==> src/hw/kitchen_pkg.sv <==
`default_nettype none

package kitchen_pkg;

    // Counter layout.
    localparam int NUM_SPOTS  = 2;
    localparam int NUM_ORDERS = 4;

    // Dish codes.
    localparam int DISH_W = 4;
    localparam logic [DISH_W-1:0] DISH_EMPTY = 4'd0;
    localparam logic [DISH_W-1:0] DISH_DONE  = 4'd4;   // Finished dish, fills an order.

    // Order countdowns in seconds.
    localparam int TIME_W = 5;
    localparam logic [TIME_W-1:0] ORDER_START_TIME = 5'd30;

    // Scoring.
    localparam int POINTS_W = 10;
    localparam logic [POINTS_W-1:0] SERVE_POINTS = 10'd20;
    localparam logic [POINTS_W-1:0] LATE_PENALTY = 10'd10;
    localparam logic [POINTS_W-1:0] BONUS_HI     = 10'd6;
    localparam logic [POINTS_W-1:0] BONUS_MID    = 10'd4;
    localparam logic [POINTS_W-1:0] BONUS_LO     = 10'd2;

    // Bonus thresholds, compared against the remaining countdown.
    localparam logic [TIME_W-1:0] BONUS_HI_T  = 5'd15;
    localparam logic [TIME_W-1:0] BONUS_MID_T = 5'd10;
    localparam logic [TIME_W-1:0] BONUS_LO_T  = 5'd5;

endpackage

`default_nettype wire

==> src/hw/round_timer.sv <==
`default_nettype none

module round_timer #(
    parameter int one_sec    = 60,
    parameter int round_secs = 120
) (
    input  logic       vsync,
    input  logic       reset,
    input  logic       round_start,
    output logic       timer_go,
    output logic [7:0] seconds_left,
    output logic       round_over
);

    localparam int FRAME_W = $clog2(one_sec + 1);
    localparam logic [FRAME_W-1:0] FRAME_LAST = FRAME_W'(one_sec - 1);
    localparam logic [7:0] ROUND_LEN = 8'(round_secs);

    logic [FRAME_W-1:0] frame_cnt;   // Frames into the current second.

    always_ff @(posedge vsync) begin
        if (reset) begin
            timer_go     <= 1'b0;
            round_over   <= 1'b0;
            seconds_left <= '0;
            frame_cnt    <= '0;
        end else if (!timer_go) begin
            // Idle or finished; a start level launches a fresh round.
            if (round_start) begin
                timer_go     <= 1'b1;
                round_over   <= 1'b0;
                seconds_left <= ROUND_LEN;
                frame_cnt    <= '0;
            end
        end else if (frame_cnt == FRAME_LAST) begin
            frame_cnt    <= '0;
            seconds_left <= seconds_left - 8'd1;
            if (seconds_left == 8'd1) begin   // Last second just ran out.
                timer_go   <= 1'b0;
                round_over <= 1'b1;
            end
        end else begin
            frame_cnt <= frame_cnt + 1'b1;
        end
    end

endmodule

`default_nettype wire

==> src/hw/serving_counter.sv <==
`default_nettype none

module serving_counter (
    input  logic                                                    vsync,
    input  logic                                                    reset,
    input  logic                                                    place_req,
    input  logic                                                    place_spot,
    input  logic [kitchen_pkg::DISH_W-1:0]                          place_dish,
    output logic                                                    place_ack,
    input  logic [kitchen_pkg::NUM_SPOTS-1:0]                       clear_space,
    output logic [kitchen_pkg::NUM_SPOTS-1:0][kitchen_pkg::DISH_W-1:0] check_spaces
);

    logic [kitchen_pkg::NUM_SPOTS-1:0][kitchen_pkg::DISH_W-1:0] dishes;
    logic                                                       spot_free;
    logic                                                       accept;

    // A spot with a pending clear still shows its old dish, so it is not free yet.
    assign spot_free = (dishes[place_spot] == kitchen_pkg::DISH_EMPTY) &&
                       !clear_space[place_spot];

    // Two-state handshake: place_ack low waits for a request, high waits for release.
    assign accept = !place_ack && place_req && spot_free;

    always_ff @(posedge vsync) begin
        if (reset) begin
            place_ack <= 1'b0;
        end else if (accept) begin
            place_ack <= 1'b1;
        end else if (place_ack && !place_req) begin
            place_ack <= 1'b0;   // Player let go of the request.
        end
    end

    // Spot storage. A clear wins over a write to the same spot.
    always_ff @(posedge vsync) begin
        if (reset) begin
            dishes <= {kitchen_pkg::NUM_SPOTS{kitchen_pkg::DISH_EMPTY}};
        end else begin
            for (int s = 0; s < kitchen_pkg::NUM_SPOTS; s++) begin
                if (clear_space[s]) begin
                    dishes[s] <= kitchen_pkg::DISH_EMPTY;
                end else if (accept && (32'(place_spot) == s)) begin
                    dishes[s] <= place_dish;
                end
            end
        end
    end

    assign check_spaces = dishes;

endmodule

`default_nettype wire

==> src/hw/orders_and_points.sv <==
`default_nettype none

module orders_and_points #(
    parameter int one_sec    = 60,
    parameter int order_time = 1200
) (
    input  logic                                                     vsync,
    input  logic                                                     reset,
    input  logic [kitchen_pkg::NUM_SPOTS-1:0][kitchen_pkg::DISH_W-1:0] check_spaces,
    input  logic                                                     timer_go,
    output logic [kitchen_pkg::NUM_SPOTS-1:0]                        clear_space,
    output logic [kitchen_pkg::POINTS_W-1:0]                         point_total,
    output logic [kitchen_pkg::NUM_ORDERS-1:0]                       orders,
    output logic [kitchen_pkg::NUM_ORDERS-1:0][kitchen_pkg::TIME_W-1:0] order_times
);

    localparam int SPOT_W = $clog2(kitchen_pkg::NUM_SPOTS);
    localparam int SEC_W  = $clog2(one_sec + 1);
    localparam int ARR_W  = $clog2(order_time + 1);
    localparam logic [SEC_W-1:0] SEC_MAX = SEC_W'(one_sec);
    localparam logic [ARR_W-1:0] ARR_MAX = ARR_W'(order_time);

    logic [SEC_W-1:0]  second_cnt;
    logic [ARR_W-1:0]  arrival_cnt;
    logic              serve_hit;
    logic [SPOT_W-1:0] serve_idx;
    logic              expired;

    // Points for a serve, bigger the more time the order had left.
    function automatic logic [kitchen_pkg::POINTS_W-1:0] serve_award(
        input logic [kitchen_pkg::TIME_W-1:0] t
    );
        if (t > kitchen_pkg::BONUS_HI_T) begin
            return kitchen_pkg::SERVE_POINTS + kitchen_pkg::BONUS_HI;
        end else if (t > kitchen_pkg::BONUS_MID_T) begin
            return kitchen_pkg::SERVE_POINTS + kitchen_pkg::BONUS_MID;
        end else if (t > kitchen_pkg::BONUS_LO_T) begin
            return kitchen_pkg::SERVE_POINTS + kitchen_pkg::BONUS_LO;
        end
        return kitchen_pkg::SERVE_POINTS;
    endfunction

    // Lowest spot holding a finished dish. A spot already being cleared is skipped,
    // its dish is still visible for that one cycle.
    always_comb begin
        serve_hit = 1'b0;
        serve_idx = '0;
        for (int s = kitchen_pkg::NUM_SPOTS - 1; s >= 0; s--) begin
            if ((check_spaces[s] == kitchen_pkg::DISH_DONE) && !clear_space[s]) begin
                serve_hit = 1'b1;
                serve_idx = SPOT_W'(s);
            end
        end
    end

    assign expired = (order_times[0] == '0) || (order_times[1] == '0);

    always_ff @(posedge vsync) begin
        if (reset) begin
            clear_space <= '0;
            point_total <= '0;
            orders      <= '0;
            order_times <= {kitchen_pkg::NUM_ORDERS{kitchen_pkg::ORDER_START_TIME}};
            second_cnt  <= '0;
            arrival_cnt <= '0;
        end else begin
            clear_space <= '0;   // Pulse only.
            if (timer_go) begin
                // Both counters run until their event is taken.
                if (second_cnt < SEC_MAX) begin
                    second_cnt <= second_cnt + 1'b1;
                end
                if (arrival_cnt < ARR_MAX) begin
                    arrival_cnt <= arrival_cnt + 1'b1;
                end

                if (serve_hit) begin
                    point_total <= point_total + serve_award(order_times[serve_idx]);
                    orders      <= {1'b0, orders[kitchen_pkg::NUM_ORDERS-1:1]};
                    order_times <= {kitchen_pkg::ORDER_START_TIME,
                                    order_times[kitchen_pkg::NUM_ORDERS-1:1]};
                    clear_space[serve_idx] <= 1'b1;
                end else if (expired) begin
                    if (point_total > 10'd9) begin
                        point_total <= point_total - kitchen_pkg::LATE_PENALTY;
                    end
                    orders      <= {1'b0, orders[kitchen_pkg::NUM_ORDERS-1:1]};
                    order_times <= {kitchen_pkg::ORDER_START_TIME,
                                    order_times[kitchen_pkg::NUM_ORDERS-1:1]};
                end else if (orders == '0) begin
                    orders      <= {{(kitchen_pkg::NUM_ORDERS-1){1'b0}}, 1'b1};
                    arrival_cnt <= ARR_W'(1);
                end else if (arrival_cnt >= ARR_MAX) begin
                    // Full queue stays full.
                    orders      <= {orders[kitchen_pkg::NUM_ORDERS-2:0], 1'b1};
                    arrival_cnt <= ARR_W'(1);
                end else if (second_cnt >= SEC_MAX) begin
                    second_cnt <= SEC_W'(1);
                    for (int i = 0; i < kitchen_pkg::NUM_ORDERS; i++) begin
                        if (orders[i] && (order_times[i] != '0)) begin
                            order_times[i] <= order_times[i] - 1'b1;
                        end
                    end
                end
            end
        end
    end

endmodule

`default_nettype wire

==> src/hw/kitchen_game.sv <==
`default_nettype none

module kitchen_game #(
    parameter int one_sec    = 60,
    parameter int order_time = 1200,
    parameter int round_secs = 120
) (
    input  logic                                                     vsync,
    input  logic                                                     reset,
    input  logic                                                     round_start,
    input  logic                                                     place_req,
    input  logic                                                     place_spot,
    input  logic [kitchen_pkg::DISH_W-1:0]                           place_dish,
    output logic                                                     place_ack,
    output logic [kitchen_pkg::POINTS_W-1:0]                         point_total,
    output logic [kitchen_pkg::NUM_ORDERS-1:0]                       orders,
    output logic [kitchen_pkg::NUM_ORDERS-1:0][kitchen_pkg::TIME_W-1:0] order_times,
    output logic [7:0]                                               seconds_left,
    output logic                                                     round_over
);

    logic                                                       timer_go;
    logic [kitchen_pkg::NUM_SPOTS-1:0][kitchen_pkg::DISH_W-1:0] check_spaces;
    logic [kitchen_pkg::NUM_SPOTS-1:0]                          clear_space;

    round_timer #(
        .one_sec    (one_sec),
        .round_secs (round_secs)
    ) u_round_timer (
        .vsync        (vsync),
        .reset        (reset),
        .round_start  (round_start),
        .timer_go     (timer_go),
        .seconds_left (seconds_left),
        .round_over   (round_over)
    );

    serving_counter u_serving_counter (
        .vsync        (vsync),
        .reset        (reset),
        .place_req    (place_req),
        .place_spot   (place_spot),
        .place_dish   (place_dish),
        .place_ack    (place_ack),
        .clear_space  (clear_space),
        .check_spaces (check_spaces)
    );

    orders_and_points #(
        .one_sec    (one_sec),
        .order_time (order_time)
    ) u_orders_and_points (
        .vsync        (vsync),
        .reset        (reset),
        .check_spaces (check_spaces),
        .timer_go     (timer_go),
        .clear_space  (clear_space),
        .point_total  (point_total),
        .orders       (orders),
        .order_times  (order_times)
    );

endmodule

`default_nettype wire

==> config.mk <==
export PLATFORM = sky130hd
export DESIGN_NAME = kitchen_game
export DESIGN_NICKNAME = d
export VERILOG_FILES = /design/src/hw/kitchen_pkg.sv /design/src/hw/round_timer.sv /design/src/hw/serving_counter.sv /design/src/hw/orders_and_points.sv /design/src/hw/kitchen_game.sv
export SDC_FILE = /design/constraint.sdc
export NUM_CORES = 1
export LEC_CHECK = 0
export BUFFER_PORTS_ARGS = -buffer_cell sky130_fd_sc_hd__buf_2
export CAP_MARGIN = 30
export CORE_UTILIZATION = 55
export CTS_BUF_LIST = sky130_fd_sc_hd__clkbuf_8
export CTS_CLUSTER_SIZE = 40
export DETAILED_ROUTE_END_ITERATION = 16
export HOLD_SLACK_MARGIN = 0.06
export MAX_ROUTING_LAYER = met4
export PLACE_DENSITY_LB_ADDON = 0.3
export SLEW_MARGIN = 30
export SYNTH_ARGS = -nofsm -noshare
export SYNTH_HDL_FRONTEND = slang
export SYNTH_SLANG_ARGS = --single-unit
export TNS_END_PERCENT = 50
==> constraint.sdc <==
create_clock -name vsync -period 6.4 [get_ports vsync]
set_input_delay 0.64 -clock vsync [delete_from_list [all_inputs] [get_ports vsync]]
set_output_delay 0.64 -clock vsync [all_outputs]
set_load 0.05 [all_outputs]
Word-level counts from Yosys, hierarchy flattened. Cells that the tools add are included.

Flip-flop bits (word level): 78. Bits of input ports: 9. Output and inout bits: 44. Word-level logic and storage cells: 164.

$add $sub $neg: 10. Order comparisons: 12. Equality and inequality tests: 8. Multiplexer cells: 67. Bitwise logic cells: 3. Reduce and logical (&&, ||, !) cells: 48.

Operator list (count): 10-bit 2-to-1 mux (10); 20-bit 2-to-1 mux (5); 11-bit 2-to-1 mux (5); 6-bit 2-to-1 mux (9); 5-bit 2-to-1 mux (6); 4-bit 2-to-1 mux (6); 8-bit 2-to-1 mux (3); 1-bit 2-to-1 mux (22); 5-bit AND reduction (4); 5-bit nonzero test (4); 5-bit by 1-bit subtractor with 5-bit output (second input constant) (4); 3-bit nonzero test (5); 1-bit logical AND (13); 6-bit by 1-bit adder with 6-bit output (second input constant) (2); 11-bit by 1-bit adder with 11-bit output (second input constant) (1); 11-bit greater-or-equal comparator (second input constant) (1); 11-bit < comparator (second input constant) (1); 10-bit adder (1); 10-bit by 4-bit greater-than comparator with 1-bit output (second input constant) (1); 5-bit by 4-bit greater-than comparator with 1-bit output (second input constant) (2); 5-bit logical NOT (2); 10-bit by 4-bit subtractor with 10-bit output (second input constant) (1); 4-bit by 3-bit == test with 1-bit output (second input constant) (2); 8-bit by 1-bit == test with 1-bit output (second input constant) (1); 21 further kinds (37).

Logic depth before layout (Yosys ltp).
Depth after elaboration: 19. Mapped depth: 12. Mapped depth without buffers: 12.

Modules after synthesis. From an unflattened synthesis, not the netlist that was laid out.

Cells, all modules: 519. Area, all modules: 4296.6 um^2.

By module, submodules not included: orders_and_points (instances 1, cells each 381, area each 3099.2 um^2, sequential area each 1041.0 um^2); round_timer (instances 1, cells each 97, area each 822.0 um^2, sequential area each 320.3 um^2); serving_counter (instances 1, cells each 41, area each 375.4 um^2, sequential area each 180.2 um^2).

Worst setup path after synthesis. OpenSTA, ideal clock, no wires.

Kind: reg-to-reg. Start point: register u_serving_counter.dishes (netlist bit u_serving_counter.check_spaces[0]). End point: register u_orders_and_points.point_total[9] (netlist bit). Library setup time: 121 ps. Arrival time: 3709 ps. Data required time: 6279 ps. Slack: 2570 ps. Stages on the path, launching flop included: 12. Path buffers: 0. Period minus slack after synthesis: 3830 ps. Cells stage by stage: dfxtp_1 > or4_1 > o211ai_1 > a31oi_1 > a31o_2 > ha_1 > fa_1 > a211oi_1 > o211ai_1 > o311a_1 > nor4_1 > mux2_2.

Longest elaborated chain between the ends: 18. Elaborated cells between the ends (all ways): 26. Classes of those cells: add/sub: 1; order compare: 3; eq/ne: 1; mux: 17; reduce/logical: 4.

RTL lines: start, declared (line serving_counter.sv:14) `logic [kitchen_pkg::NUM_SPOTS-1:0][kitchen_pkg::DISH_W-1:0] dishes;`; start signal, assigned (line serving_counter.sv:38) `dishes <= {kitchen_pkg::NUM_SPOTS{kitchen_pkg::DISH_EMPTY}};`; start signal, assigned by index (line serving_counter.sv:42) `dishes[s] <= kitchen_pkg::DISH_EMPTY;`; start signal, assigned by index (line serving_counter.sv:44) `dishes[s] <= place_dish;`; 4-bit by 3-bit == test with 1-bit output (*) (line orders_and_points.sv:49) `if ((check_spaces[s] == kitchen_pkg::DISH_DONE) && !clear_space[s]) begin`; 1-bit logical AND (*) (line orders_and_points.sv:49); 1-bit 2-to-1 mux (line orders_and_points.sv:49); 5-bit 2-to-1 mux (implied by the code) (2 in series) (line orders_and_points.sv:78) `point_total <= point_total + serve_award(order_times[serve_idx]);`; 5-bit by 3-bit greater-than comparator with 1-bit output (line orders_and_points.sv:37) `end else if (t > kitchen_pkg::BONUS_LO_T) begin`; 1-bit 2-to-1 mux (line orders_and_points.sv:37); 1-bit 2-to-1 mux (line orders_and_points.sv:35) `end else if (t > kitchen_pkg::BONUS_MID_T) begin`; 1-bit 2-to-1 mux (line orders_and_points.sv:33) `if (t > kitchen_pkg::BONUS_HI_T) begin`; 1-bit 2-to-1 mux (line orders_and_points.sv:77) `if (serve_hit) begin`; 1-bit 2-to-1 mux (line orders_and_points.sv:68) `if (timer_go) begin`; 1-bit 2-to-1 mux (line orders_and_points.sv:59) `if (reset) begin`; 10-bit 2-to-1 mux (line orders_and_points.sv:40) `return kitchen_pkg::SERVE_POINTS;`; 10-bit 2-to-1 mux (line orders_and_points.sv:77); 10-bit 2-to-1 mux (line orders_and_points.sv:68); 10-bit 2-to-1 mux (line orders_and_points.sv:59); 10-bit adder (line orders_and_points.sv:78); 10-bit 2-to-1 mux (line orders_and_points.sv:77); end signal, assigned (line orders_and_points.sv:78); end signal, assigned (line orders_and_points.sv:85) `point_total <= point_total - kitchen_pkg::LATE_PENALTY;`; end, declared (line orders_and_points.sv:12) `output logic [kitchen_pkg::POINTS_W-1:0] point_total,`.

Mark *: on every way between the ends. The rest lies on a longest branch, timed or not. The select of a mux whose other input is x is not followed. A chain may end at the register's enable or synchronous reset.

Final worst setup path. Ends and elaborated chain as after synthesis.

==> metrics.md <==
| Metric | Value |
|---|---|
| Commonest register cell after synthesis | dfxtp_1 |
| Final setup violation count | 0 |
| Starting Density | 56.6% |
| Reg-to-Reg End | u_orders_and_points.point_total[9] |
| GRT Total Usage | 28.4% |
| CTS tree | done |
| Share of layout cells above drive strength 1 | 16.2% |
| Crit-path max FO | 7 |
| Final Total Pwr | 1.13 mW |
| WP data required | 6.65 ns |
| Sequential-to-total area share from yosys stat | 35.4% |
| Max Cap Viol | 0 |
| Syn avg cell area | 8.26 um2 |
| CP Class | reg2reg |
| PD cells | 232 nW/um2 |
| RSZ-0062 raised after global routing | false |
| Hold Path Stages | 2 |
| Clock Pin Slew Worst Setup and Hold Paths | 0.09 ns |
| DR vias/cell | 6.38 |
| Worst setup SP type | register |
| Post-DRT Antenna Nets | 0 |
| Area Growth Syn to Fin | 11.6% |
| Post-Route WL | 11,200 um |
| Yosys cell types | 70 |
| Hold Startpoint | u_round_timer.round_over |
| Register bit total from synthesis | 77 |
| Final Max Tran Viols | 0 |
| Post-detail-place hpwl | 7550 um |
| CP endpoint kind | register |
| EDFF count, synth | 0 |
| Post-synth top area cell | dfxtp_1 |
| Later-pin clock latency in the skew report | 0.35 ns |
| Chip height | 91.0 um |
| IO Pins | 53 |
| Slew margin rel. | 41.3% |
| FF-to-FF path depth | 11 |
| DRC Markers | 0 |
| Fin cells | 671 |
| Final layout net count | 592 |
| Hold_buf cts | 0 |
| Placed cells | 655 |
| Clk Tree Root Cell | clkbuf_8 |
| Rows | 32 |
| Fin crit period | 4.34 ns |
| Die area | 8270 um2 |
| H-tree levels | 3 |
| Largest net degree at the start of global routing | 64 |
| Minimum hold slack | 0.476 ns |
| Routed length per instance | 16.6 um |
| Period utilization | 67.8% |
| Final Instance Area | 4860 um2 |
| GRT Residual Overflow | 0 |
| GP Congestion | 0.878 |
| Post-CTS sizing | 0 |
| Diodes inserted | 0 |
| Vias in the first global route | 3,989 |
| Vias | 4,280 |
| Yosys top cell area share | 35.4% |
| Ys Warns | 0 |
| FFs w/ async S/R, synth | 0% |
| Drt pass-1 iters | 4 |
| Total core area | 7690 um2 |
| Number of buffers added on ports | 51 |
| # clock sinks | 77 |
| P_leak | 1.85 nW |
| First-pass GRT wire length | 19,000 um |
| Clock skew | 0.0112 ns |
| Setup TNS | 0 ns |
| Fmax | 230 MHz |
| Placed Area | 4620 um2 |
| Die width | 91.0 um |
| Mapped Nets | 555 |
| Post-Synthesis Cells | 527 |
| Synth area leaders | dfxtp_1 (35%), ha_1 (5.2%), a21oi_1 (4.7%), nor2_1 (3.7%), nand3_1 (3.1%) |
| CP Data Arrival Time | 4.59 ns |
| TritonCTS Buffers | 9 |
| CTS max path bufs | 2 |
| Initial drt markers | 367 |
| Outcome | finished, final reports clean |
| Reg2reg start | u_serving_counter.check_spaces[0] |
| Worst Hold Endpoint | u_round_timer.round_over |
| Slew @ Worst Pin | 0.874 ns |
| Final hold violation count | 0 |
| Hold crit path type | reg2reg |
| Setup Buffers After CTS | 0 |
| Reg2reg setup slack | 2.06 ns |
| Mapped cell area | 4350 um2 |
| Worst VDD drop | 0.156 mV |
| Initial antenna violation count | 0 |
==> cell families (layout without fill, tap and decap cells) <==
logic type	count (synthesis)	count (layout)	synth area share [%]
compound gates	156	156	24.9
other cells	1	1	0.0862
xor+xnor	19	19	3.82
simple gates	199	199	24.1
mux	3	3	0.748
buf+inv	53	95	5.32
flops	77	77	35.4
fa+ha+maj	19	19	5.64
==> layout make-up <==
type | instances | area, um2
clock buffers | 10 | 138
clock inverters | 6 | 95.1
fillers | 725 | 2830
inverters | 24 | 90.1
multi-input cells | 397 | 2580
flip-flops and latches | 77 | 1540
well taps | 102 | 128
repair buffers | 55 | 285
==> metrics by stage <==
stage                     setup slack (ns)  utilization [%]
after CTS                             2.15             63.2
after global placement                2.32             60.1
after global routing                  1.80             63.2
final                                 2.06             63.2
after floorplan                       2.57                -
after detailed placement              2.17             60.1
==> layout by cell type (no fill, tap or decap), drive strengths merged, types with 7 or more instances in the layout <==
cell type / n
inv: 24
nand2: 31
ha: 18
nor2: 43
o21ai: 25
o22ai: 7
nand3: 27
a21oi: 42
nor4: 13
buf: 55
o211ai: 9
nor3: 24
dfxtp: 77
a31oi: 7
a32oi: 7
nand4: 13
xnor2: 15
a211oi: 10
clkbuf: 10
==> metal layers <==
layer / share of wire (%) / wire [um] / global-route usage (%)
met5: 0 / 0 / -
met4: 1.0 / 116 / 9.52
met3: 5.9 / 654 / 3.85
met2: 47 / 5240 / 44.1
met1: 46 / 5150 / 38.3
==> worst max-delay path, stage by stage (launching register included) <==
cell and delay, ns:
dfxtp_1 0.32, or4_1 0.54, o211ai_1 0.54, a31oi_1 0.24
a31o_2 0.25, ha_1 0.20, fa_1 0.41, a211oi_1 0.50
o211ai_1 0.25, o311a_1 0.33, nor4_1 0.28, mux2_2 0.37
==> flip-flops by register name, summed over array words and instances, names as in the netlist <==
register / count
u_orders_and_points.order_times: 20
u_orders_and_points.arrival_cnt: 11
u_orders_and_points.point_total: 9
u_round_timer.seconds_left: 8
u_serving_counter.check_spaces: 8
u_orders_and_points.second_cnt: 6
u_round_timer.frame_cnt: 6
u_orders_and_points.orders: 4
u_orders_and_points.clear_space: 2
u_round_timer.round_over: 1
u_round_timer.timer_go: 1
u_serving_counter.place_ack: 1
==> worst max path at each step <==
stage	endpoint	slack [ns]	startpoint	cells after the start
6_report	u_orders_and_points.point_total[9]	2.06	u_serving_counter.check_spaces[0]	11
5_1_grt	u_orders_and_points.point_total[9]	1.80	u_serving_counter.check_spaces[4]	12
4_1_cts	u_orders_and_points.point_total[9]	2.15	u_serving_counter.check_spaces[0]	11
3_5_place_dp	u_orders_and_points.point_total[9]	2.17	u_serving_counter.check_spaces[0]	11
3_3_place_gp	u_orders_and_points.point_total[9]	2.32	u_serving_counter.check_spaces[0]	11
2_1_floorplan	u_orders_and_points.point_total[9]	2.57	u_serving_counter.check_spaces[0]	11
==> cells in the mapped netlist (3+ instances only) <==
master,number
a211oi_1,10
a21o_1,5
a21oi_1,41
a221oi_1,3
a311o_1,4
a311oi_1,3
a31o_2,4
a31oi_1,7
a32oi_1,7
a41oi_1,3
and2_1,3
and3_1,6
buf_1,6
buf_2,5
buf_4,3
clkbuf_1,13
dfxtp_1,77
ha_1,18
inv_1,22
nand2_1,31
nand3_1,27
nand3b_1,3
nand4_1,13
nor2_1,43
nor2b_1,6
nor3_1,24
nor3b_1,5
nor4_1,13
nor4b_1,4
o211a_1,3
o211ai_1,9
o21a_1,4
o21ai_0,25
o22ai_1,7
or2_2,6
or3_1,4
or4_1,3
xnor2_1,15
xor2_1,4
==> power by group <==
group	total, mW	switching [mW]	internal [mW]	leakage [nW]
clock network	0.425	0.191	0.234	0.117
logic	0.186	0.130	0.0566	1.11
registers	0.515	0.0195	0.495	0.625
(Power assumes the default switching activity.)
